--- src/verilog/vram_pkg.sv ---
// text display shared definitions
package vram_pkg;

    // memory geometry
    localparam int VRAM_ADDR_W = 12;
    localparam int VRAM_DEPTH  = 1 << VRAM_ADDR_W;

    typedef logic [VRAM_ADDR_W-1:0] vram_addr_t;   // word address
    typedef logic [15:0]            vram_data_t;
    typedef logic [3:0]             vram_mask_t;   // bit n covers data[4n+3:4n]
    typedef logic [3:0]             color_t;       // colour index
    typedef logic [2:0]             slot_t;        // memory access slot

    // text grid
    localparam int TEXT_COLS = 4;
    localparam int TEXT_ROWS = 2;
    localparam int GLYPH_H   = 8;
    localparam int GLYPH_W   = 8;
    localparam int COL_W     = $clog2(TEXT_COLS);
    localparam int LINE_W    = $clog2(GLYPH_H);
    localparam int ROW_W     = $clog2(TEXT_ROWS);

    // tile map, one word per cell, row major from MAP_BASE
    //   [7:0]   character code
    //   [11:8]  fg colour
    //   [15:12] bg colour
    localparam vram_addr_t MAP_BASE = 12'h000;

    // font, 4 words per character code
    // word k holds glyph line 2k in [15:8] and line 2k+1 in [7:0]
    localparam vram_addr_t FONT_BASE = 12'h800;

    // fixed access slots, all others belong to the host
    localparam slot_t SLOT_MAP_RD  = 3'd0;
    localparam slot_t SLOT_FONT_RD = 3'd2;
    localparam slot_t SLOT_LOAD    = 3'd7;     // fetch hands the cell to the shifter

endpackage

--- src/verilog/pixel_shifter.sv ---
// glyph line to pixel shifter
`timescale 1ns/1ps

module pixel_shifter (
    input  logic                         clk,
    input  logic                         reset,
    input  logic                         load,
    input  logic                         first_of_frame,
    input  logic [vram_pkg::GLYPH_W-1:0] glyph_bits,
    input  vram_pkg::color_t             fg,
    input  vram_pkg::color_t             bg,
    output logic                         pix_valid,
    output logic                         frame_start,
    output vram_pkg::color_t             pix_color
);
    import vram_pkg::*;

    logic [GLYPH_W-1:0] bits;
    color_t             fg_q;
    color_t             bg_q;

    always_ff @(posedge clk) begin
        if (load) begin
            bits <= glyph_bits;
            fg_q <= fg;
            bg_q <= bg;
        end else begin
            bits <= bits << 1;   // msb is the current pixel
        end
    end

    always_ff @(posedge clk) begin
        if (reset) begin
            pix_valid   <= 1'b0;
            frame_start <= 1'b0;
        end else begin
            if (load) begin
                pix_valid <= 1'b1;   // loads keep coming every 8 clocks
            end
            frame_start <= load && first_of_frame;
        end
    end

    assign pix_color = bits[GLYPH_W-1] ? fg_q : bg_q;

endmodule

--- config.mk ---
export PLATFORM = sky130hd
export DESIGN_NAME = pixel_shifter
export DESIGN_NICKNAME = d
export VERILOG_FILES = /design/src/verilog/vram_pkg.sv /design/src/verilog/pixel_shifter.sv
export SDC_FILE = /design/constraint.sdc
export NUM_CORES = 1
export LEC_CHECK = 0
export BUFFER_PORTS_ARGS = -buffer_cell sky130_fd_sc_hd__buf_2
export CELL_PAD_IN_SITES_DETAIL_PLACEMENT = 0
export CELL_PAD_IN_SITES_GLOBAL_PLACEMENT = 1
export CORE_MARGIN = 2
export CORE_UTILIZATION = 25
export CTS_BUF_LIST = sky130_fd_sc_hd__clkbuf_4
export CTS_CLUSTER_SIZE = 10
export DETAILED_ROUTE_END_ITERATION = 16
export PLACE_DENSITY = 0.67
export SYNTH_ARGS = -nofsm -noshare
export SYNTH_HDL_FRONTEND = slang
export SYNTH_SLANG_ARGS = --single-unit
--- constraint.sdc ---
create_clock -name clk -period 0.8 [get_ports clk]
set_input_delay 0.04 -clock clk [delete_from_list [all_inputs] [get_ports clk]]
set_output_delay 0.04 -clock clk [all_outputs]
set_load 0.05 [all_outputs]
After elaboration in Yosys (flattened, before gate mapping)
Index checks and enable logic that the tools add are counted.
W data, S select, Z words.
{"block": "totals", "out_inout_bits": 6, "reg_bits": 18}
{"block": "classes", "reduce_logical": 1, "muxes": 2}
{"operator": "$mux W8", "count": 1}
{"operator": "$mux W4", "count": 1}
{"operator": "$logic_and A1 B1 Y1", "count": 1}

Longest topological paths before layout
{"block": "depth", "ltp_word": 1, "mapped_depth": 2, "ltp_nobuf": 1}

Worst setup path after synthesis
No wires, ideal clock.
{"block": "synth_path", "path_kind": "reg2reg", "startpoint": "register, netlist name pix_valid", "endpoint": "register pix_valid", "arrival_time_ns": 0.813, "path_buffers": 0, "setup_ns": 0.058, "synth_period_minus_slack_ns": 0.871, "path_stages_with_launch": 2, "setup_slack_ns": -0.071, "path_cell_list": "dfxtp_1 -> o21ba_2"}
{"element": "end signal, assigned", "line": "pixel_shifter.sv:34", "rtl": "pix_valid <= 1'b0;"}
{"element": "end signal, assigned", "line": "pixel_shifter.sv:38", "rtl": "pix_valid <= 1'b1;"}
{"element": "end, declared", "line": "pixel_shifter.sv:12", "rtl": "output logic pix_valid,"}

Final worst setup path
{"block": "layout_path", "startpoint": "register bits[7]", "endpoint": "output port pix_color[3]"}
{"block": "layout_via", "elab_chain_len": 1}
{"element": "start, declared", "line": "pixel_shifter.sv:18", "rtl": "logic [GLYPH_W-1:0] bits;"}
{"element": "start signal, assigned", "line": "pixel_shifter.sv:24", "rtl": "bits <= glyph_bits;"}
{"element": "start signal, assigned", "line": "pixel_shifter.sv:28", "rtl": "bits <= bits << 1;"}
{"element": "$mux W4", "line": "pixel_shifter.sv:44", "rtl": "assign pix_color = bits[GLYPH_W-1] ? fg_q : bg_q;"}
{"element": "end, declared", "line": "pixel_shifter.sv:14", "rtl": "output vram_pkg::color_t pix_color"}
Every way passes these cells.

==> metrics.md <==
| Metric | Value |
|---|---|
| Status | finished, violations left |
| Failing checks | setup timing |
| Net count after synthesis | between 50 and 60 |
| Core Box Area | 2430 sq um |
| Met3 GRT Util | under 10% |
| Pwr Density | ~1800 nW/um^2 |
| Synth Flop Type | dfxtp_1 |
| Mean Syn Cell Area | around 19 sq um |
| Die Area | between 2000 and 3000 sq um |
| GRT Total Usage | under 10% |
| Slew HR | between 70 and 80% |
| Remaining Overflow, GRT | 0 |
| Vias in the first global route | 419 |
| CTS Root Buffer Type | clkbuf_4 |
| Synth top cells by count | 10 x dfxtp_1, 8 x edfxtp_1, 7 x mux2_4 |
| Hold path startpoint | load |
| Total number of vias | 430 |
| Largest net degree at the start of global routing | 17 |
| Critical path launch point type | flop |
| Antenna violations before repair | 0 |
| Max Clk Rate | ~850 MHz |
| Clk_skew | 0.00130 ns |
| TritonRoute pass-1 iters | 2 |
| Most numerous cell in the Yosys netlist | dfxtp_1 |
| Final wirelength | between 1000 and 1500 um |
| H-Tree Depth | 1 |
| Number of synthesized flops with an enable pin | 8 |
| GR peak layer | met2 |
| First-pass GRT wire length | ~1700 um |
| Count of standard-cell rows | 18 |
| Crit path arrival time | approximately 1.1 ns |
| Crit Reg-Reg Startpoint | bits[0]$_SDFF_PN0_ |
| Final worst setup slack | -0.382 ns |
| GR Layer Usage met1 | around 8% |
| Ports | 26 |
| PortBufs | 25 |
| Chip height | approximately 54 um |
| Final hold viol count | 0 |
| Area contributors post-synth | edfxtp_1 38%, dfxtp_1 32%, mux2_4 17%, mux2_2 7.2%, buf_6 1.8% |
| Measured slew at the worst slew-check pin | 0.409 ns |
| Area of the multi-input gates | 193 sq um |
| Num Clock Sinks | 18 |
| Post-route ant nets | 0 |
| Final Cycle Share | 148% |
| M2 GR Usage | between 10% and 20% |
| Hold WC Path Type | in2reg |
| WP data required | between 0.7 and 0.8 ns |
| Seq/Total Area, Yosys | between 60% and 70% |
| Share of cells above drive strength 1 | approximately 57% |
| CP Capture Type | output port |
| Register area | between 400 and 500 sq um |
| Setup violators final | 6 |
| Synthesized area | 629 sq um |
| CTS tree | yes |
| Total power | roughly 2000 uW |
| Synth unique cells | 8 |
| CP max-delay cell | dfxtp_4 |
| Asr flop ratio synth | 0% |
| Final min period | ~1.2 ns |
| Initial Util | between 20 and 30% |
| RSZ-0062 raised after global routing | yes |
| Biggest area consumer among synthesized cells | edfxtp_1 |
| Die W | 54.2 um |
| Clk_lat worst skew | 0.28 ns |
| Placer congestion estimate | ~0.52 |
| Worst-path clk slew | 0.09 ns |
| Synth top area share | a little under two fifths |
| Hpwl dp | roughly 710 um |
| Post-CTS Setup Inserts | 0 |
| YS warnings | 0 |
| Crit Path Class | reg2out |
| Number of DRC markers in iteration 0 | 1 |
| Worst hold margin | between 0.2 and 0.25 ns |
| Antenna Cells | 0 |
| Crit-path cells | mux2_4 > buf_8 |
| # DRC | 0 |
| Maximum resistive drop on vdd | between 0.001 and 0.0015 V |
| Pleak | 0.000478 uW |
| Mean number of vias per cell | 3.91 |
| Final Max Tran Viols | 0 |
| DR WL/cell | between 9 and 10 um |
| Worst-path fanout max | 4 |
| Synth Register Bits | 18 |
| Clock buffer depth | 2 |
| Final net count | between 100 and 150 |
| Cts bufs inserted | 3 |
| Max Cap Violations | 0 |
| Area grow syn2layout | 69.8% |
| Worst Setup SP | bits[7]$_DFF_P_ |
| Slowest stage delay, CP | approximately 0.39 ns |
| Post-Syn Instances | 33 |
| Fill count | ~240 |
[metrics by stage]
| step | setup slack, ns | util [%] | setup TNS (ns) | area, sq um | std cells |
|---|---|---|---|---|---|
| after floorplan | -0.0396 | - | -0.119 | 636 | 33 |
| after global placement | -0.126 | 32.7 | -0.907 | 795 | 88 |
| after global routing | -0.432 | 43.9 | -1.83 | 1070 | 110 |
| after detailed placement | -0.138 | 32.7 | -0.943 | 795 | 88 |
| after CTS | -0.396 | 43.8 | -1.63 | 1060 | 110 |
| final | -0.382 | 43.9 | -1.54 | 1070 | 110 |
[flip-flops by register name (all words and copies together), names as in the netlist]
register     count
bg_q             4
frame_start      1
bits             8
pix_valid        1
fg_q             4
[kinds of logic after synthesis]
family / share of synthesized area, %
DFF: 70.0
and+or+nand+nor: 2.78
buffers and inverters: 1.79
muxes: 23.9
AOI/OAI and AO/OA: 1.59
[worst paths after layout]
path	endpoint	cells past startpoint	slack (ns)
worst max-delay path	pix_color[3]	2	-0.38
worst min register to register	bits[7]$_DFF_P_	1	0.46
worst max register to register	bits[1]$_DFF_P_	1	0.13
worst min-delay path	fg_q[1]$_DFFE_PP_	1	0.21
[final cells by class]
cell class              instances  share of cell area (%)
well taps                      30                    3.51
repair buffers                 44                    34.2
clock inverters                 1                   0.351
clock buffers                   3                    2.11
flip-flops and latches         18                    41.8
multi-input cells              14                    18.0
[repair_timing]
action                                 CTS  global route
gates resized for setup                 20             1
setup endpoints to repair                6             6
endpoints found under the hold margin   18             0
hold buffers                            18             0
[critical path: cells and delay by family (launching register included)]
kind                   cells  cell delay, ns
flip-flops                 1            0.39
multiplexers               1            0.32
buffers and inverters      1            0.15
[where the power goes]
| part | leakage, uW | switching [uW] | internal [uW] |
|---|---|---|---|
| Clock | 0.0000154 | 249 | 181 |
| Sequential | 0.000163 | 31.0 | 1040 |
| Combinational | 0.000299 | 190 | 265 |
| Total | 0.000478 | 470 | 1490 |
[placed cells by master (no fill, tap or decap), drive strengths merged]
master	synthesis	final
buf	1	26
o21ba	1	1
dfxtp	10	10
dlygate4sd3	0	18
edfxtp	8	8
and2	1	1
mux2	11	11
clkbuf	0	3
and3b	1	1
clkinv	0	1
[per-layer routing]
layer  part of all wire [%]  wire (um)
met1                     40        435
met2                     50        544
met3                     10        111
met4                      0          0
met5                      0          0
Power figures use the tool's default switching activity.
