`config.mk`:
```
export PLATFORM = sky130hd
export DESIGN_NAME = vram_slot_arbiter
export DESIGN_NICKNAME = d
export VERILOG_FILES = /design/src/verilog/vram_pkg.sv /design/src/verilog/vram_slot_arbiter.sv
export SDC_FILE = /design/constraint.sdc
export NUM_CORES = 1
export LEC_CHECK = 0
export ABC_AREA = 1
export BUFFER_PORTS_ARGS = -buffer_cell sky130_fd_sc_hd__buf_2
export CAP_MARGIN = 20
export CORE_ASPECT_RATIO = 1.25
export CORE_MARGIN = 1
export CORE_UTILIZATION = 44
export CTS_CLUSTER_DIAMETER = 120
export DETAILED_ROUTE_END_ITERATION = 8
export PLACE_DENSITY = 0.94
export SYNTH_ARGS = -nofsm -noshare
export SYNTH_HDL_FRONTEND = slang
export SYNTH_SLANG_ARGS = --single-unit
```
`constraint.sdc`:
```
create_clock -name clk -period 5.1 [get_ports clk]
set_clock_uncertainty 0.2 [all_clocks]
set_input_delay 1.02 -clock clk [delete_from_list [all_inputs] [get_ports clk]]
set_output_delay 1.02 -clock clk [all_outputs]
set_load 0.005 [all_outputs]
```
`src/verilog/vram_pkg.sv`:
```
// text display shared definitions
package vram_pkg;

    // memory geometry
    localparam int VRAM_ADDR_W = 12;
    localparam int VRAM_DEPTH  = 1 << VRAM_ADDR_W;

    typedef logic [VRAM_ADDR_W-1:0] vram_addr_t;   // word address
    typedef logic [15:0]            vram_data_t;
    typedef logic [3:0]             vram_mask_t;   // bit n covers data[4n+3:4n]
    typedef logic [3:0]             color_t;       // colour index
    typedef logic [2:0]             slot_t;        // memory access slot

    // text grid
    localparam int TEXT_COLS = 4;
    localparam int TEXT_ROWS = 2;
    localparam int GLYPH_H   = 8;
    localparam int GLYPH_W   = 8;
    localparam int COL_W     = $clog2(TEXT_COLS);
    localparam int LINE_W    = $clog2(GLYPH_H);
    localparam int ROW_W     = $clog2(TEXT_ROWS);

    // tile map, one word per cell, row major from MAP_BASE
    //   [7:0]   character code
    //   [11:8]  fg colour
    //   [15:12] bg colour
    localparam vram_addr_t MAP_BASE = 12'h000;

    // font, 4 words per character code
    // word k holds glyph line 2k in [15:8] and line 2k+1 in [7:0]
    localparam vram_addr_t FONT_BASE = 12'h800;

    // fixed access slots, all others belong to the host
    localparam slot_t SLOT_MAP_RD  = 3'd0;
    localparam slot_t SLOT_FONT_RD = 3'd2;
    localparam slot_t SLOT_LOAD    = 3'd7;     // fetch hands the cell to the shifter

endpackage

```
`src/verilog/vram_slot_arbiter.sv`:
```
// slot based memory arbiter
`timescale 1ns/1ps

module vram_slot_arbiter (
    input  logic                 clk,
    input  logic                 reset,
    input  logic                 host_wr,
    input  logic                 host_rd,
    input  vram_pkg::vram_addr_t host_addr,
    input  vram_pkg::vram_data_t host_wdata,
    input  vram_pkg::vram_mask_t host_mask,
    output logic                 host_busy,
    output logic                 host_rd_valid,
    output vram_pkg::vram_data_t host_rdata,
    input  vram_pkg::vram_addr_t fetch_map_addr,
    input  vram_pkg::vram_addr_t fetch_font_addr,
    output vram_pkg::slot_t      slot,
    output logic                 mem_sel,
    output logic                 mem_wr,
    output vram_pkg::vram_mask_t mem_mask,
    output vram_pkg::vram_addr_t mem_addr,
    output vram_pkg::vram_data_t mem_wdata,
    input  vram_pkg::vram_data_t mem_rdata
);
    import vram_pkg::*;

    vram_addr_t held_addr;
    vram_data_t held_wdata;
    vram_mask_t held_mask;
    logic       held_wr;
    logic       host_slot;
    logic       host_exec;

    // free running, wraps after 7
    always_ff @(posedge clk) begin
        if (reset) begin
            slot <= '0;
        end else begin
            slot <= slot + 3'd1;
        end
    end

    assign host_slot = (slot != SLOT_MAP_RD) && (slot != SLOT_FONT_RD);
    assign host_exec = host_busy && host_slot;

    // one entry holding register
    always_ff @(posedge clk) begin
        if (!host_busy && (host_wr || host_rd)) begin
            held_addr  <= host_addr;
            held_wdata <= host_wdata;
            held_mask  <= host_mask;
            held_wr    <= host_wr;
        end
    end

    always_ff @(posedge clk) begin
        if (reset) begin
            host_busy     <= 1'b0;
            host_rd_valid <= 1'b0;
        end else begin
            if (host_exec) begin
                host_busy <= 1'b0;
            end else if (host_wr || host_rd) begin
                host_busy <= 1'b1;
            end
            host_rd_valid <= host_exec && !held_wr;   // data back next cycle
        end
    end

    assign host_rdata = mem_rdata;

    // display slots win, host fills the rest
    always_comb begin
        mem_sel   = 1'b0;
        mem_wr    = 1'b0;
        mem_mask  = '0;
        mem_addr  = held_addr;
        mem_wdata = held_wdata;
        if (slot == SLOT_MAP_RD) begin
            mem_sel  = 1'b1;
            mem_addr = fetch_map_addr;
        end else if (slot == SLOT_FONT_RD) begin
            mem_sel  = 1'b1;
            mem_addr = fetch_font_addr;
        end else if (host_exec) begin
            mem_sel  = 1'b1;
            mem_wr   = held_wr;
            mem_mask = held_mask;
        end
    end

    a_one_strobe: assert property (@(posedge clk) disable iff (reset)
        !(host_wr && host_rd))
        else $error("host_wr and host_rd together");

    a_no_strobe_busy: assert property (@(posedge clk) disable iff (reset)
        host_busy |-> !(host_wr || host_rd))
        else $error("host strobe while busy");

endmodule
```
## Word level (Yosys, flattened, before mapping)

Index checks and enable logic that the tools add are counted.

| cells by class | value |
|---|---|
| add/sub/neg operators | 1 |
| equality and inequality tests | 2 |
| mux-type cells | 11 |
| reduce and logical (&&, ||, !) cells | 10 |

Operators with widths:

| kind | count |
|---|---|
| $mux W12 | 2 |
| $mux W4 | 3 |
| $mux W1 | 6 |
| $logic_and A1 B1 Y1 | 4 |
| $add A3 B1 Y3 const B | 1 |
| $eq A3 B2 Y1 const B | 1 |
| $logic_not A3 Y1 | 1 |
| $ne A3 B2 Y1 const B | 1 |
| $reduce_bool A3 Y1 | 1 |
| $logic_not A1 Y1 | 2 |
| $reduce_or A2 Y1 | 1 |
| $logic_or A1 B1 Y1 | 1 |

| storage, ports and cells | value |
|---|---|
| register bits | 38 |
| bits of input ports | 76 |

## Longest topological paths before layout

| depth | value |
|---|---|
| depth in word-level cells | 6 |
| gate-level depth with buffers | 7 |

## Worst setup path after synthesis

No wires, ideal clock.

| path | value |
|---|---|
| kind | input -> register |
| start point | input port host_rd |
| end point | register held_addr[0], enable pin |
| library setup time | 0.424 ns |
| arrival time | 2.460 ns |
| setup slack | 2.016 ns |
| stages | 2 |
| buffers on the path | 0 |
| cell sequence | nor2_1 > nor2_1 |

| on the way | value |
|---|---|
| longest elaborated chain between the ends | 2 |

Ends and longest elaborated chain:

| what | RTL line | source |
|---|---|---|
| from (decl) | vram_slot_arbiter.sv:8 | `input logic host_rd,` |
| $logic_or A1 B1 Y1 | vram_slot_arbiter.sv:48 | `if (!host_busy && (host_wr \|\| host_rd)) begin` |
| $logic_and A1 B1 Y1 | vram_slot_arbiter.sv:48 |  |
| to (signal assigned) | vram_slot_arbiter.sv:49 | `held_addr <= host_addr;` |
| to (decl) | vram_slot_arbiter.sv:27 | `vram_addr_t held_addr;` |

No other way between the ends.
A chain may end at the register's enable or synchronous reset.

## Worst setup path in the final report

| path | value |
|---|---|
| start point | register slot[0] |
| end point | output port mem_mask[3] |

| on the way | value |
|---|---|
| longest elaborated chain between the ends | 6 |
| elaborated cells on any way between the ends | 9 |
| classes of those cells | eq/ne (2); mux (3); reduce/logical (4) |

Ends and longest elaborated chain:

| what | RTL line | source |
|---|---|---|
| from (decl) | vram_slot_arbiter.sv:17 | `output vram_pkg::slot_t slot,` |
| from (signal assigned) | vram_slot_arbiter.sv:39 | `slot <= slot + 3'd1;` |
| $ne A3 B2 Y1 / $reduce_bool A3 Y1 (equally long branches) | vram_slot_arbiter.sv:43 | `assign host_slot = (slot != SLOT_MAP_RD) && (slot != SLOT_FONT_RD);` |
| $logic_and A1 B1 Y1 | vram_slot_arbiter.sv:43 |  |
| $logic_and A1 B1 Y1 | vram_slot_arbiter.sv:44 | `assign host_exec = host_busy && host_slot;` |
| $mux W4 | vram_slot_arbiter.sv:85 | `end else if (host_exec) begin` |
| $mux W4 | vram_slot_arbiter.sv:82 | `end else if (slot == SLOT_FONT_RD) begin` |
| $mux W4 * | vram_slot_arbiter.sv:79 | `if (slot == SLOT_MAP_RD) begin` |
| to (decl) | vram_slot_arbiter.sv:20 | `output vram_pkg::vram_mask_t mem_mask,` |

Every way passes the cells marked *; elsewhere a longest branch is shown, timed or not.

==> metrics.txt <==
# TYPE chip_impl_metric gauge
chip_impl_metric{name="setup-violations-final",unit=""} 0
chip_impl_metric{name="initial_utilization",unit="%"} 46.9
chip_impl_metric{name="portBuffers",unit=""} 98
chip_impl_metric{name="vias_per_cell",unit=""} 4.47
chip_impl_metric{name="cts_sinks",unit=""} 38
chip_impl_metric{name="clockBufferDepth",unit=""} 2
chip_impl_metric{name="layout-area-overhead-vs-synth",unit="%"} 26.0
chip_impl_metric{name="fp.coreArea",unit="um^2"} 3880
chip_impl_metric{name="irDropWorstVdd",unit="uV"} 259
chip_impl_metric{name="worstHoldPathCells",unit=""} 1
chip_impl_metric{name="postRouteAntennaNets",unit=""} 0
chip_impl_metric{name="n_antenna_cell",unit=""} 0
chip_impl_metric{name="layout.cells.non_filler",unit=""} 318
chip_impl_metric{name="grt_antenna_before_repair",unit=""} 0
chip_impl_metric{name="final.setup.tns",unit="ps"} 0
chip_impl_metric{name="area_of_all_sequential_standard_cells",unit="um^2"} 1090
chip_impl_metric{name="cts.repair.resized",unit=""} 0
chip_impl_metric{name="floorplan.io_pins",unit=""} 131
chip_impl_metric{name="final.hold.worst_slack",unit="ps"} 267
chip_impl_metric{name="synth_simple_gate_area_share",unit="%"} 21.5
chip_impl_metric{name="cts.reportedPaths.clkPinSlew",unit="ps"} 70
chip_impl_metric{name="synth_async_sr_flop_share",unit="%"} 0
chip_impl_metric{name="finalCoreUtilization",unit="%"} 59.1
chip_impl_metric{name="worstRegToRegCells",unit=""} 2
chip_impl_info{name="ys_top_cells_by_count",value="nand2_1, edfxtp_1, nand3_1"} 1
chip_impl_info{name="synth_top_family_by_area",value="simple AND/OR/NAND/NOR gates"} 1
chip_impl_metric{name="synth_adder_area_share",unit="%"} 2.06
chip_impl_metric{name="worst-endpoint-arrival",unit="ps"} 1890
chip_impl_metric{name="global_route.usage.total",unit="%"} 17.2
chip_impl_metric{name="clock_tree.htree_level_count",unit=""} 2
chip_impl_metric{name="post-dp-hpwl",unit="um"} 2820
chip_impl_metric{name="post-route-drc-count",unit=""} 0
chip_impl_metric{name="cap_violations",unit=""} 0
chip_impl_info{name="first_element_of_the_critical_path",value="slot[0]$_SDFF_PP0_"} 1
chip_impl_metric{name="die_h",unit="um"} 73.9
chip_impl_metric{name="first_global_vias",unit=""} 1286
chip_impl_metric{name="fmaxAchievable",unit="GHz"} 0.321
chip_impl_metric{name="syn-mean-instance-area",unit="um^2"} 10.2
chip_impl_metric{name="slew_violations",unit=""} 0
chip_impl_info{name="library_cell_occupying_the_most_area_in_the_post_synthesis_netlist",value="edfxtp_1"} 1
chip_impl_metric{name="netlist_instances",unit=""} 179
chip_impl_metric{name="yosys_register_bits",unit=""} 38
chip_impl_metric{name="num-fill-cells",unit=""} 353
chip_impl_info{name="worstSetupEndpoint",value="mem_mask[3]"} 1
chip_impl_info{name="outcome",value="finished clean"} 1
chip_impl_metric{name="drt_iter0_markers",unit=""} 21
chip_impl_metric{name="wirelength",unit="um"} 3710
chip_impl_metric{name="via_count",unit=""} 1423
chip_impl_metric{name="wl_per_cell",unit="um"} 11.7
chip_impl_info{name="hold_path.class",value="reg2reg"} 1
chip_impl_metric{name="totalPowerFinal",unit="mW"} 0.700
chip_impl_metric{name="static-leakage-power",unit="nW"} 1.19
chip_impl_metric{name="multi_input_area",unit="um^2"} 440
chip_impl_metric{name="final.min_clock_period",unit="ps"} 3110
chip_impl_metric{name="cts_setup_buffers",unit=""} 0
chip_impl_metric{name="edff_count_synth",unit=""} 33
chip_impl_metric{name="die-area",unit="um^2"} 4400
chip_impl_metric{name="layout_worst_path_cycle_share",unit="%"} 61.0
chip_impl_info{name="r2r-end",value="mem_wdata[11]$_DFFE_PP_"} 1
chip_impl_metric{name="final_layout_size_suffix_gt1_share",unit="%"} 43.6
chip_impl_metric{name="routabilityCongestion",unit=""} 0.739
chip_impl_metric{name="setup_ws",unit="ps"} 1990
chip_impl_info{name="crit_path_start_kind",value="register"} 1
chip_impl_info{name="endpoint_kind",value="primary output"} 1
chip_impl_metric{name="synth_compound_gate_area_share",unit="%"} 0
chip_impl_info{name="critPathKind",value="reg2out"} 1
chip_impl_metric{name="pin_count_of_the_biggest_net_entering_global_routing",unit=""} 34
chip_impl_metric{name="post_synth_xor_area_fraction",unit="%"} 0.481
chip_impl_metric{name="hold_viol_final",unit=""} 0
chip_impl_metric{name="pre_cts_slack",unit="ps"} 2270
chip_impl_metric{name="num_rows",unit=""} 25
chip_impl_metric{name="powerDensity",unit="nW/um^2"} 305
chip_impl_info{name="worst_r2r_startpoint",value="host_busy$_SDFFE_PP0P_"} 1
chip_impl_metric{name="dieWidth",unit="um"} 59.5
chip_impl_metric{name="place_inst",unit=""} 310
chip_impl_metric{name="crit_fanout",unit=""} 14
chip_impl_info{name="cts_tree",value="yes"} 1
chip_impl_metric{name="required",unit="ps"} 3880
chip_impl_metric{name="ys_seq_area_share",unit="%"} 59.9
chip_impl_metric{name="syn_area",unit="um^2"} 1820
chip_impl_metric{name="timing.slew.headroom",unit="%"} 63.2
chip_impl_metric{name="grt_first_pass_wirelength",unit="um"} 5310
chip_impl_metric{name="synthMuxAreaShare",unit="%"} 0
chip_impl_info{name="cts.root.buffer_cell",value="clkbuf_8"} 1
chip_impl_metric{name="final_cell_area",unit="um^2"} 2290
chip_impl_metric{name="firstDrtPassIters",unit=""} 4
chip_impl_info{name="most_frequently_used_cell_type_in_the_post_synthesis_netlist",value="nand2_1"} 1
chip_impl_metric{name="cts-hold-fix-buffers",unit=""} 0
chip_impl_metric{name="cts_buffers",unit=""} 5
chip_impl_info{name="grt_setup_unrepaired",value="no"} 1
chip_impl_info{name="synth_flop_cell",value="edfxtp_1"} 1
chip_impl_metric{name="syn-num-nets",unit=""} 258
chip_impl_metric{name="ys_warn_count",unit=""} 0
chip_impl_metric{name="layout.nets",unit=""} 342
chip_impl_metric{name="synthDominantCellAreaShare",unit="%"} 54.4
chip_impl_metric{name="global_route.overflow_total",unit=""} 0
chip_impl_metric{name="timing.reg2reg.setup_slack",unit="ps"} 3670
chip_impl_metric{name="tightest_slew",unit="ps"} 552
chip_impl_metric{name="post_synth_num_cell_types",unit=""} 16
chip_impl_info{name="synthTopCellsByArea",value="edfxtp_1, nand3_1, nand2_1"} 1
chip_impl_metric{name="worst_skew_pair.late_latency",unit="ps"} 280
chip_impl_metric{name="dpl-instance-area",unit="um^2"} 2210
[sequential cells by signal (all words and copies together), names as in the netlist]
signal	cells
held_mask	4
host_busy	1
slot	3
mem_wdata	16
host_rd_valid	1
held_wr	1
held_addr	12
[power breakdown]
group          total [mW]  switching [mW]  internal [mW]
Clock               0.187          0.0931         0.0937
Sequential          0.376         0.00872          0.367
Combinational       0.137          0.0769         0.0606
[how the worst min path moves through the flow]
stage                           start                       end  slack, ps
floorplan           held_wr$_DFFE_PP_  host_rd_valid$_SDFF_PP0_        220
global placement    held_wr$_DFFE_PP_  host_rd_valid$_SDFF_PP0_        230
detailed placement  held_wr$_DFFE_PP_  host_rd_valid$_SDFF_PP0_        240
CTS                 held_wr$_DFFE_PP_  host_rd_valid$_SDFF_PP0_        270
global route        held_wr$_DFFE_PP_  host_rd_valid$_SDFF_PP0_        290
finish              held_wr$_DFFE_PP_  host_rd_valid$_SDFF_PP0_        270
[cells in the final DEF, fill, tap and decap left out]
| master | n |
|---|---|
| nand2_1 | 35 |
| inv_1 | 28 |
| nand2_2 | 4 |
| nor3_1 | 2 |
| xnor2_1 | 1 |
| ha_1 | 3 |
| nand3_1 | 30 |
| dfxtp_1 | 5 |
| nor2_1 | 10 |
| edfxtp_1 | 33 |
| clkinv_2 | 1 |
| nand2_4 | 3 |
| buf_2 | 98 |
| inv_2 | 1 |
| inv_4 | 1 |
| nor2_2 | 1 |
| buf_4 | 1 |
| clkinv_1 | 1 |
| clkbuf_8 | 5 |
| clkbuf_1 | 1 |
[metal layers]
layer | share of wire, % | wire length, um | GRT usage [%]
met5 | 0 | 0 | 0
met3 | 8.7 | 322 | 5.99
met4 | 3.5 | 128 | 11.9
met2 | 52 | 1930 | 30.0
met1 | 36 | 1330 | 16.7
[worst max-delay path, cell delays in order, from the launching register on]
cell and delay (ps):
dfxtp_1 340, inv_1 150, ha_1 530, nand2_4 210
nand2_1 190, nor2_1 70, buf_2 120
[cell type report]
type | instances | area share [%]
Timing Repair Buffer | 99 | 21.7
Inverter | 30 | 5.02
Clock buffer | 6 | 3.16
Clock inverter | 2 | 0.382
Multi-Input combinational cell | 89 | 19.2
Tap cell | 54 | 2.95
Sequential cell | 38 | 47.6
[cell families (layout without fill, tap and decap cells)]
family,after synthesis,count (layout)
buffers and inverters,52,137
adder cells (fa/ha/maj),3,3
XOR/XNOR,1,1
AND/OR/NAND/NOR,85,85
flip-flops,38,38
No activity file was read; power rests on OpenSTA's default activity.
