--- src/verilog/vram_pkg.sv ---
// text display shared definitions
package vram_pkg;

    // memory geometry
    localparam int VRAM_ADDR_W = 12;
    localparam int VRAM_DEPTH  = 1 << VRAM_ADDR_W;

    typedef logic [VRAM_ADDR_W-1:0] vram_addr_t;   // word address
    typedef logic [15:0]            vram_data_t;
    typedef logic [3:0]             vram_mask_t;   // bit n covers data[4n+3:4n]
    typedef logic [3:0]             color_t;       // colour index
    typedef logic [2:0]             slot_t;        // memory access slot

    // text grid
    localparam int TEXT_COLS = 4;
    localparam int TEXT_ROWS = 2;
    localparam int GLYPH_H   = 8;
    localparam int GLYPH_W   = 8;
    localparam int COL_W     = $clog2(TEXT_COLS);
    localparam int LINE_W    = $clog2(GLYPH_H);
    localparam int ROW_W     = $clog2(TEXT_ROWS);

    // tile map, one word per cell, row major from MAP_BASE
    //   [7:0]   character code
    //   [11:8]  fg colour
    //   [15:12] bg colour
    localparam vram_addr_t MAP_BASE = 12'h000;

    // font, 4 words per character code
    // word k holds glyph line 2k in [15:8] and line 2k+1 in [7:0]
    localparam vram_addr_t FONT_BASE = 12'h800;

    // fixed access slots, all others belong to the host
    localparam slot_t SLOT_MAP_RD  = 3'd0;
    localparam slot_t SLOT_FONT_RD = 3'd2;
    localparam slot_t SLOT_LOAD    = 3'd7;     // fetch hands the cell to the shifter

endpackage

--- src/verilog/text_fetch.sv ---
// text cell fetch
// scans the grid and pulls map and font words per cell
`timescale 1ns/1ps

module text_fetch (
    input  logic                         clk,
    input  logic                         reset,
    input  vram_pkg::slot_t              slot,
    input  vram_pkg::vram_data_t         mem_rdata,
    output vram_pkg::vram_addr_t         fetch_map_addr,
    output vram_pkg::vram_addr_t         fetch_font_addr,
    output logic                         load,
    output logic                         first_of_frame,
    output logic [vram_pkg::GLYPH_W-1:0] glyph_bits,
    output vram_pkg::color_t             fg,
    output vram_pkg::color_t             bg
);
    import vram_pkg::*;

    logic [COL_W-1:0]  col;
    logic [LINE_W-1:0] line;
    logic [ROW_W-1:0]  row;
    vram_data_t        map_word;
    vram_data_t        font_word;
    logic [7:0]        char_code;

    // scan position moves on after each handoff
    always_ff @(posedge clk) begin
        if (reset) begin
            col  <= '0;
            line <= '0;
            row  <= '0;
        end else if (load) begin
            if (col == COL_W'(TEXT_COLS - 1)) begin
                col <= '0;
                if (line == LINE_W'(GLYPH_H - 1)) begin
                    line <= '0;
                    row  <= (row == ROW_W'(TEXT_ROWS - 1)) ? '0 : row + 1'b1;
                end else begin
                    line <= line + 1'b1;
                end
            end else begin
                col <= col + 1'b1;
            end
        end
    end

    // one slot before the handoff slot
    always_ff @(posedge clk) begin
        if (reset) begin
            load <= 1'b0;
        end else begin
            load <= (slot == SLOT_LOAD - 3'd1);
        end
    end

    // read data lands one slot after each issue
    always_ff @(posedge clk) begin
        if (slot == slot_t'(SLOT_MAP_RD + 3'd1)) begin
            map_word <= mem_rdata;
        end
        if (slot == slot_t'(SLOT_FONT_RD + 3'd1)) begin
            font_word <= mem_rdata;
        end
    end

    assign char_code = map_word[7:0];

    assign fetch_map_addr  = vram_addr_t'(MAP_BASE + row * TEXT_COLS + col);
    assign fetch_font_addr = vram_addr_t'(FONT_BASE + {char_code, 2'b00}
                                          + line[LINE_W-1:1]);   // two lines per word

    assign glyph_bits     = line[0] ? font_word[7:0] : font_word[15:8];
    assign fg             = map_word[11:8];
    assign bg             = map_word[15:12];
    assign first_of_frame = load && (col == '0) && (line == '0) && (row == '0);

    // handoff register and slot counter must stay in step
    a_load_slot: assert property (@(posedge clk) disable iff (reset)
        load |-> (slot == SLOT_LOAD))
        else $error("load outside its slot");

endmodule

--- config.mk ---
export PLATFORM = sky130hd
export DESIGN_NAME = text_fetch
export DESIGN_NICKNAME = d
export VERILOG_FILES = /design/src/verilog/vram_pkg.sv /design/src/verilog/text_fetch.sv
export SDC_FILE = /design/constraint.sdc
export NUM_CORES = 1
export LEC_CHECK = 0
export BUFFER_PORTS_ARGS = -buffer_cell sky130_fd_sc_hd__clkbuf_2
export CORE_ASPECT_RATIO = 1.2
export CORE_MARGIN = 2
export CORE_UTILIZATION = 51
export DETAILED_ROUTE_END_ITERATION = 10
export GPL_ROUTABILITY_DRIVEN = 0
export PLACE_DENSITY = 0.84
export SKIP_CTS_REPAIR_TIMING = 1
export SYNTH_ARGS = -nofsm -noshare
export SYNTH_HDL_FRONTEND = slang
export SYNTH_SLANG_ARGS = --single-unit
--- constraint.sdc ---
create_clock -name clk -period 3.24 [get_ports clk]
set_input_delay 0.648 -clock clk [delete_from_list [all_inputs] [get_ports clk]]
set_output_delay 0.648 -clock clk [all_outputs]
set_load 0.01 [all_outputs]
Word-level counts from Yosys, hierarchy flattened. Index checks and enable logic that the tools add are counted.

Bits in registers: 39. ROM bits: 0. Memories kept: 0. Latch bits: 0. Input port bits: 21. Bits in writable memories: 0.

Shift-type cells: 0. Mux-type cells: 4. $mul: 0. Bitwise logic cells: 1. Add/subtract/negate cells: 6. Equal/unequal tests: 5. Reductions and logical operators: 7. $lt $le $gt $ge: 0. Divide/modulo/power cells: 0.

Operators by type and width (number): $add 12x10->12 const A (1); $add 12x2->12 (1); $mux 8 (1); $eq 3x3->1 const B (2); $add 3x2->4 (1); $add 3x1->3 const B (1); $eq 3x1->1 const B (1); $eq 3x2->1 const B (1); $logic_and 1x1->1 (3); $logic_not 3->1 (1); $mux 3 (1); $reduce_and 3->1 (1); $add 2x1->2 const B (1); $eq 2x2->1 const B (1); $logic_not 2->1 (1); $mux 2 (1); $reduce_and 2->1 (1); $add 1x1->1 const B (1); $mux 1 (1); $not 1->1 (1).

Logic depth before layout (Yosys ltp). Gate-level depths: netlist (run 1).

Word-level depth: 4. Depth in mapped cells: 5. Mapped depth without buffers: 4.

Least setup slack after synthesis (run 1). Ideal clock, no wire load.

Path kind: input to register. Start: input slot[1]. End: register map_word[0] (enable). Path slack: 926 ps. Data required time: 2827 ps. Data arrival time: 1901 ps. Stages on the path: 1. Library setup time: 413 ps. Buffers on the path: 0. Path through: nor3b_1.

Longest elaborated chain between the ends: 1.

RTL lines: start, declared (RTL line text_fetch.sv:8) `input vram_pkg::slot_t slot,`; $eq 3x1->1 (RTL line text_fetch.sv:59) `if (slot == slot_t'(SLOT_MAP_RD + 3'd1)) begin`; end signal, assigned (RTL line text_fetch.sv:60) `map_word <= mem_rdata;`; end, declared (RTL line text_fetch.sv:23) `vram_data_t map_word;`.

No other way between the ends. A chain may end at the register's enable or synchronous reset.

Worst setup path after layout (run 1).
Start: register line[0]. End: output first_of_frame.

Longest elaborated chain between the ends: 3.

RTL lines: start, declared (RTL line text_fetch.sv:21) `logic [LINE_W-1:0] line;`; start signal, assigned (RTL line text_fetch.sv:40) `line <= line + 1'b1;`; $logic_not 3->1 (RTL line text_fetch.sv:76) `assign first_of_frame = load && (col == '0) && (line == '0) && (row == '0);`; $logic_and 1x1->1 (2 in series) (RTL line text_fetch.sv:76); end, declared (RTL line text_fetch.sv:13) `output logic first_of_frame,`.

No other way between the ends.

==> metrics.md, run 1 <==
| Metric | Value |
|---|---|
| Status | `completed` |
| Type of the tightest min-delay check | `in2reg` |
| Instance area at placement | `1790 sq um` |
| Count of vias placed by the detailed router | `881` |
| Hold path cells | `2` |
| Standard-cell rows | `22` |
| Summed instance area of the synthesized netlist | `1570 sq um` |
| Max rail drop VDD | `0.384 mV` |
| Maximum fanout encountered on the critical timing path | `12` |
| Die height | `64.7 um` |
| Sinks on Clock Net | `39` |
| Startpoint class of the critical path | `flip-flop` |
| Worst Skew | `2.50 ps` |
| Largest stage delay on the critical path | `610 ps` |
| Post-DP HPWL | `1840 um` |
| Register-to-Register Setup Slack | `1760 ps` |
| Worst skew pair latency | `340 ps` |
| Final sum of negative setup slack | `0 ps` |
| Inserted Clock Buffers | `5` |
| Part of the cycle the worst path needs | `0.659` |
| Power density of the placed cells | `500 nW/um^2` |
| Slowest stage cell on the critical path | `sky130_fd_sc_hd__dfxtp_1` |
| Transition time of the tightest slew-check pin | `685 ps` |
| Yosys reg bits | `39` |
| Destination of the worst hold path | `load` |
| I/O pins | `63` |
| Number of endpoints with negative hold slack in the final report | `0` |
| Detailed route wirelength on metal2 | `1180 um` |
| Clock buffer depth | `2` |
| Category of the most critical setup path | `reg2out` |
| TritonRoute pass-1 iters | `4` |
| Leak pwr | `0.780 nW` |
| Detailed-route DRC error count | `0` |
| DR WL/cell | `13.3 um` |
| Minimum hold slack | `486 ps` |
| DIE AREA | `3530 sq um` |
| Post-layout net count | `175` |
| Max-slew violations | `0` |
| Floorplan core area | `3000 sq um` |
| Critical Path AT | `1490 ps` |
| Starting DRC count in detailed routing | `13` |
| Ratio of cells with drive above 1 in the final layout | `0.487` |
| Post-Layout Inst Area | `1870 sq um` |
| Area overhead of the layout relative to synthesis | `19.2%` |
| Time the final worst path needs with I/O delays and setup | `2140 ps` |
| CTS tree | `built` |
| Antenna diode count | `0` |
| Sequential share of the synthesized area | `0.703` |
| Cells on worst reg2reg path | `4` |
| Number of levels in the clock H-tree | `2` |
| Gr ovfl total | `0` |
| Initial antenna violation count | `0` |
| Metal-1 WL | `1010 um` |
| IO Port Bufs | `51` |
| Routed length on met3 | `250 um` |
| Reg clk slew, reported paths | `110 ps` |
| Global-route usage over all layers | `0.161` |
| Type of destination of the critical path | `output pin` |
| Initial standard-cell utilization of the core | `0.522` |
| Mean Syn Cell Area | `16.1 sq um` |
| Unrepaired setup endpoints after global routing | `no` |
| Total of max-cap violations | `0` |
| Cell variety after synth | `23` |
| Largest net degree at the start of global routing | `17` |
| Number of global-route vias before repair | `859` |
| Root Buffer | `sky130_fd_sc_hd__clkbuf_4` |
| Data required time at the worst endpoint | `2590 ps` |
| Synthesized instance count | `97` |
| Number of setup violations in the final report | `0` |
| Final Routed Wirelength | `2480 um` |
| Highest metal layer with signal wires | `met4` |
| Reg-to-Reg Start | `line[0]` |
| Via count normalized by instance count | `4.74` |
| Wire length of the first global-routing pass | `3860 um` |
| DIE WIDTH | `54.6 um` |
| Rel. slew slack | `0.543` |
| Antenna-violating nets left | `0` |
| Yosys warnings | `0` |
| CP cell instances | `inv_1, ha_1, and4_1, clkbuf_2` |
| End of the worst register-to-register path | `row` |
| Achievable clock frequency | `0.468 GHz` |
| Beginning of the worst hold path | `slot[0]` |
[synth_stat cells, drive strengths merged]
| master | count | share of area |
|---|---|---|
| edfxtp | 32 | 0.61 |
| buf | 16 | 0.077 |
| mux2 | 9 | 0.065 |
| dfxtp | 7 | 0.089 |
| ha | 5 | 0.040 |
| a21oi | 4 | 0.015 |
| inv | 4 | 0.0096 |
| a21bo | 3 | 0.019 |
| nand3 | 3 | 0.0096 |
| nor2 | 3 | 0.0072 |
| conb | 2 | 0.0048 |
| and3b | 1 | 0.0056 |
| and4 | 1 | 0.0056 |
| mux2i | 1 | 0.0064 |
| nand2b | 1 | 0.0040 |
| nand4bb | 1 | 0.0072 |
| nor2b | 1 | 0.0040 |
| nor3b | 1 | 0.0048 |
| nor4bb | 1 | 0.0064 |
| or3b | 1 | 0.0056 |
[cell usage in the layout (no fill, tap or decap)]
cell type and n:
sky130_fd_sc_hd__a21bo_2 3, sky130_fd_sc_hd__a21oi_1 3, sky130_fd_sc_hd__a21oi_2 1, sky130_fd_sc_hd__and3b_1 1
sky130_fd_sc_hd__and4_1 1, sky130_fd_sc_hd__buf_4 1, sky130_fd_sc_hd__bufinv_16 1, sky130_fd_sc_hd__clkbuf_2 51
sky130_fd_sc_hd__clkbuf_4 5, sky130_fd_sc_hd__clkinv_1 1, sky130_fd_sc_hd__clkinv_2 1, sky130_fd_sc_hd__conb_1 11
sky130_fd_sc_hd__dfxtp_1 7, sky130_fd_sc_hd__edfxtp_1 32, sky130_fd_sc_hd__ha_1 5, sky130_fd_sc_hd__inv_1 4
sky130_fd_sc_hd__mux2_2 9, sky130_fd_sc_hd__mux2i_1 1, sky130_fd_sc_hd__nand2b_1 1, sky130_fd_sc_hd__nand3_1 3
sky130_fd_sc_hd__nand4bb_1 1, sky130_fd_sc_hd__nor2_1 3, sky130_fd_sc_hd__nor2b_1 1, sky130_fd_sc_hd__nor3b_2 1
sky130_fd_sc_hd__nor4bb_1 1, sky130_fd_sc_hd__or3b_1 1
[worst max-delay path, delay by kind of cell, from the launching register on]
kind | cells | cell delay (ps)
flip-flops | 1 | 610
buffers and inverters | 2 | 210
adder cells (fa/ha/maj) | 1 | 190
AND/OR/NAND/NOR | 1 | 140
[state kept, by name (all words and copies together) (netlist names)]
signal and cells:
font_word 16, map_word 16, line 3, col 2, load 1, row 1
[worst max path at each step]
stage | cells after the start | slack [ps] | end | from
3_3_place_gp | 4 | 1470 | first_of_frame | line[0]
3_5_place_dp | 2 | 1450 | font_word[1] | slot[2]
2_1_floorplan | 1 | 930 | map_word[0] | slot[1]
4_1_cts | 4 | 1060 | first_of_frame | line[0]
5_1_grt | 4 | 950 | first_of_frame | line[0]
6_report | 4 | 1100 | first_of_frame | line[0]
[final cells by class]
type | count | area [sq um]
clock buffer | 5 | 37.5
clock inverter | 3 | 38.8
fill | 231 | 1130
inverter | 4 | 15.0
multi-input combinational | 47 | 368
sequential | 39 | 1100
tap | 36 | 45.0
timing repair buffer | 52 | 263
[routing by layer]
layer / vias up / global-route usage
met5: - / 0
met4: 0 / 0.0656
met3: 5 / 0.0853
met2: 41 / 0.246
met1: 402 / 0.184
li1: 433 / -
[stage by stage]
step,utilization,instances,setup slack (ps),power (mW)
2_1_floorplan,-,106,926,0.617
3_3_place_gp,0.597,178,1470,0.638
3_5_place_dp,0.597,178,1450,0.641
4_1_cts,0.623,186,1060,0.945
5_1_grt,0.623,186,952,0.980
6_report,0.623,186,1100,0.934
[where the power goes]
group,switching (mW),internal (mW)
Combinational,0.0352,0.0246
Sequential,0.00625,0.564
Clock,0.145,0.159
Total,0.187,0.747
[cell families (layout without fill, tap and decap cells)]
| logic type | Yosys count | after routing | share of synthesized area |
|---|---|---|---|
| and+or+nand+nor | 14 | 14 | 0.0599 |
| DFF | 39 | 39 | 0.703 |
| muxes | 10 | 10 | 0.0711 |
| buffers and inverters | 20 | 64 | 0.0871 |
| other | 2 | 11 | 0.00479 |
| AOI/OAI and AO/OA | 7 | 7 | 0.0343 |
| adders and majority gates | 5 | 5 | 0.0399 |
Note: power is estimated with default switching activity, not from simulation.
==> inputs of run 2 (changes only) <==
CORE_UTILIZATION = 42   (was 51)
PLACE_DENSITY = 0.74   (was 0.84)
clock period = 1.9 ns   (was 3.24 ns; I/O delays follow)
==> run 2 against run 1 <==
  * Register-to-register slack got worse by 1200 ps
  * Sequential share of layout area decreased by 2.2 points
  * Final cell count increased by 2.7%
  * Largest power group unchanged
  * Largest cell class unchanged
  * Critical path type unchanged
==> metrics.md, run 2 (synthesis results as in run 1) <==
| Metric | Value |
|---|---|
| Startpoint class of the critical path | `flip-flop` |
| Reg-to-Reg Start | `line[0]` |
| Maximum fanout encountered on the critical timing path | `12` |
| Largest registers | `font_word: 16 flops, map_word: 16 flops, line: 3 flops` |
| Time the final worst path needs with I/O delays and setup | `1670 ps` |
| Clock buffer depth | `2` |
| Part of the cycle the worst path needs | `0.881` |
| Net switching power figure | `0.333 mW` |
| Detailed-route DRC error count | `0` |
| Worst Skew | `0.857 ps` |
| Max-slew violations | `0` |
| Count of vias placed by the detailed router | `923` |
| Cells on worst reg2reg path | `4` |
| Starting DRC count in detailed routing | `36` |
| Internal power summed over all cells | `1.53 mW` |
| Most frequent cells in the layout | `sky130_fd_sc_hd__clkbuf_2 (51), sky130_fd_sc_hd__edfxtp_1 (32), sky130_fd_sc_hd__conb_1 (11)` |
| Hold path cells | `1` |
| Data required time at the worst endpoint | `1520 ps` |
| Filler Cell Count | `306` |
| Category of the most critical setup path | `reg2out` |
| Unrepaired setup endpoints after global routing | `no` |
| Final sum of negative setup slack | `0 ps` |
| Gate power share | `0.057` |
| DIE WIDTH | `59.8 um` |
| Floorplan core area | `3600 sq um` |
| Die height | `70.9 um` |
| Initial antenna violation count | `0` |
| Register-to-Register Setup Slack | `560 ps` |
| Post-Layout Inst Area | `1940 sq um` |
| TritonRoute pass-1 iters | `4` |
| Inserted Clock Buffers | `5` |
| Number of setup violations in the final report | `0` |
| Dpl ws | `324 ps` |
| Area overhead of the layout relative to synthesis | `24.1%` |
| DIE AREA | `4240 sq um` |
| Power density of the placed cells | `958 nW/um^2` |
| Reg clk slew, reported paths | `70 ps` |
| Wire length of the first global-routing pass | `4000 um` |
| Post-layout net count | `177` |
| Switching Fraction | `0.179` |
| Total power | `1.86 mW` |
| Sequential share of power | `0.521` |
| Number of endpoints with negative hold slack in the final report | `0` |
| Clock network power share | `0.423` |
| Ratio of cells with drive above 1 in the final layout | `0.500` |
| I/O pins | `63` |
| Final Routed Wirelength | `2520 um` |
| Instance area at placement | `1810 sq um` |
| Most common cell after layout, fill and taps aside | `sky130_fd_sc_hd__clkbuf_2` |
| Post-DP HPWL | `1860 um` |
| Total of max-cap violations | `0` |
| Number of cells in the finished layout apart from fillers | `191` |
| DR WL/cell | `13.2 um` |
| Leak pwr | `0.814 nW` |
| Smallest setup slack after layout | `225 ps` |
| Largest net degree at the start of global routing | `17` |
| IO Port Bufs | `51` |
| Via count normalized by instance count | `4.83` |
| Gr ovfl total | `0` |
| Max rail drop VDD | `0.716 mV` |
| Critical Path AT | `1290 ps` |
| Number of cells after detailed placement | `183` |
| Root Buffer | `sky130_fd_sc_hd__clkbuf_8` |
| Initial standard-cell utilization of the core | `0.435` |
| CTS tree | `built` |
| Beginning of the worst hold path | `mem_rdata[13]` |
| Type of destination of the critical path | `output pin` |
| Global-route usage over all layers | `0.131` |
| Achievable clock frequency | `0.597 GHz` |
| Antenna-violating nets left | `0` |
| Destination of the worst hold path | `font_word[13]` |
| Type of the tightest min-delay check | `in2reg` |
| Status | `completed` |
| Standard-cell rows | `24` |
| End of the worst register-to-register path | `row` |
| Sinks on Clock Net | `39` |
| Antenna diode count | `0` |
| Number of levels in the clock H-tree | `2` |
| Worst skew pair latency | `280 ps` |
| Number of global-route vias before repair | `885` |
-- run 2: changes by cell type in the layout (fill, tap and decap cells not counted), sizes merged --
cell    before  now
buf          1    3
bufinv       1    2
clkbuf      56   57
clkinv       2    0
-- run 2: how the worst max path moves through the flow --
stage	start	to	slack, ps	cells past startpoint
final	line[0]	first_of_frame	230	4
after global placement	line[0]	first_of_frame	360	4
after global routing	line[0]	first_of_frame	130	4
after detailed placement	line[0]	first_of_frame	320	4
after CTS	line[0]	first_of_frame	-10	4
after floorplan	slot[1]	map_word[0]	420	1
-- run 2: routing by layer --
| metal | global-route usage | vias to the layer above | part of all wire |
|---|---|---|---|
| li1 | - | 435 | - |
| met1 | 0.153 | 438 | 0.40 |
| met2 | 0.208 | 50 | 0.50 |
| met3 | 0.0622 | 0 | 0.097 |
| met4 | 0.0519 | 0 | 0 |
| met5 | 0 | - | 0 |
-- run 2: area by class of cell --
| type | instances | area [sq um] | area share |
|---|---|---|---|
| multi-input combinational | 47 | 368 | 0.189 |
| inverter | 4 | 15.0 | 0.00772 |
| clock buffer | 6 | 72.6 | 0.0373 |
| timing repair buffer | 54 | 278 | 0.143 |
| tap | 39 | 48.8 | 0.0251 |
| clock inverter | 2 | 60.1 | 0.0309 |
| sequential | 39 | 1100 | 0.567 |
-- run 2: power groups by stage --
stage,Sequential [mW],Combinational (mW),Clock [mW]
floorplan,0.998,0.0535,0
global placement,0.988,0.104,0
detailed placement,0.989,0.107,0
CTS,0.971,0.107,0.812
global route,0.973,0.117,0.842
finish,0.970,0.106,0.787
-- run 2: metrics by stage --
step | hold WS (ps) | util
2_1_floorplan | 442 | -
3_3_place_gp | 511 | 0.502
3_5_place_dp | 532 | 0.502
4_1_cts | 272 | 0.539
5_1_grt | 271 | 0.540
6_report | 286 | 0.540
-- run 2: critical path, stage by stage, from the launching register on --
cell,delay [ps]
sky130_fd_sc_hd__dfxtp_2,480
sky130_fd_sc_hd__inv_1,80
sky130_fd_sc_hd__ha_1,190
sky130_fd_sc_hd__and4_1,150
sky130_fd_sc_hd__clkbuf_2,120
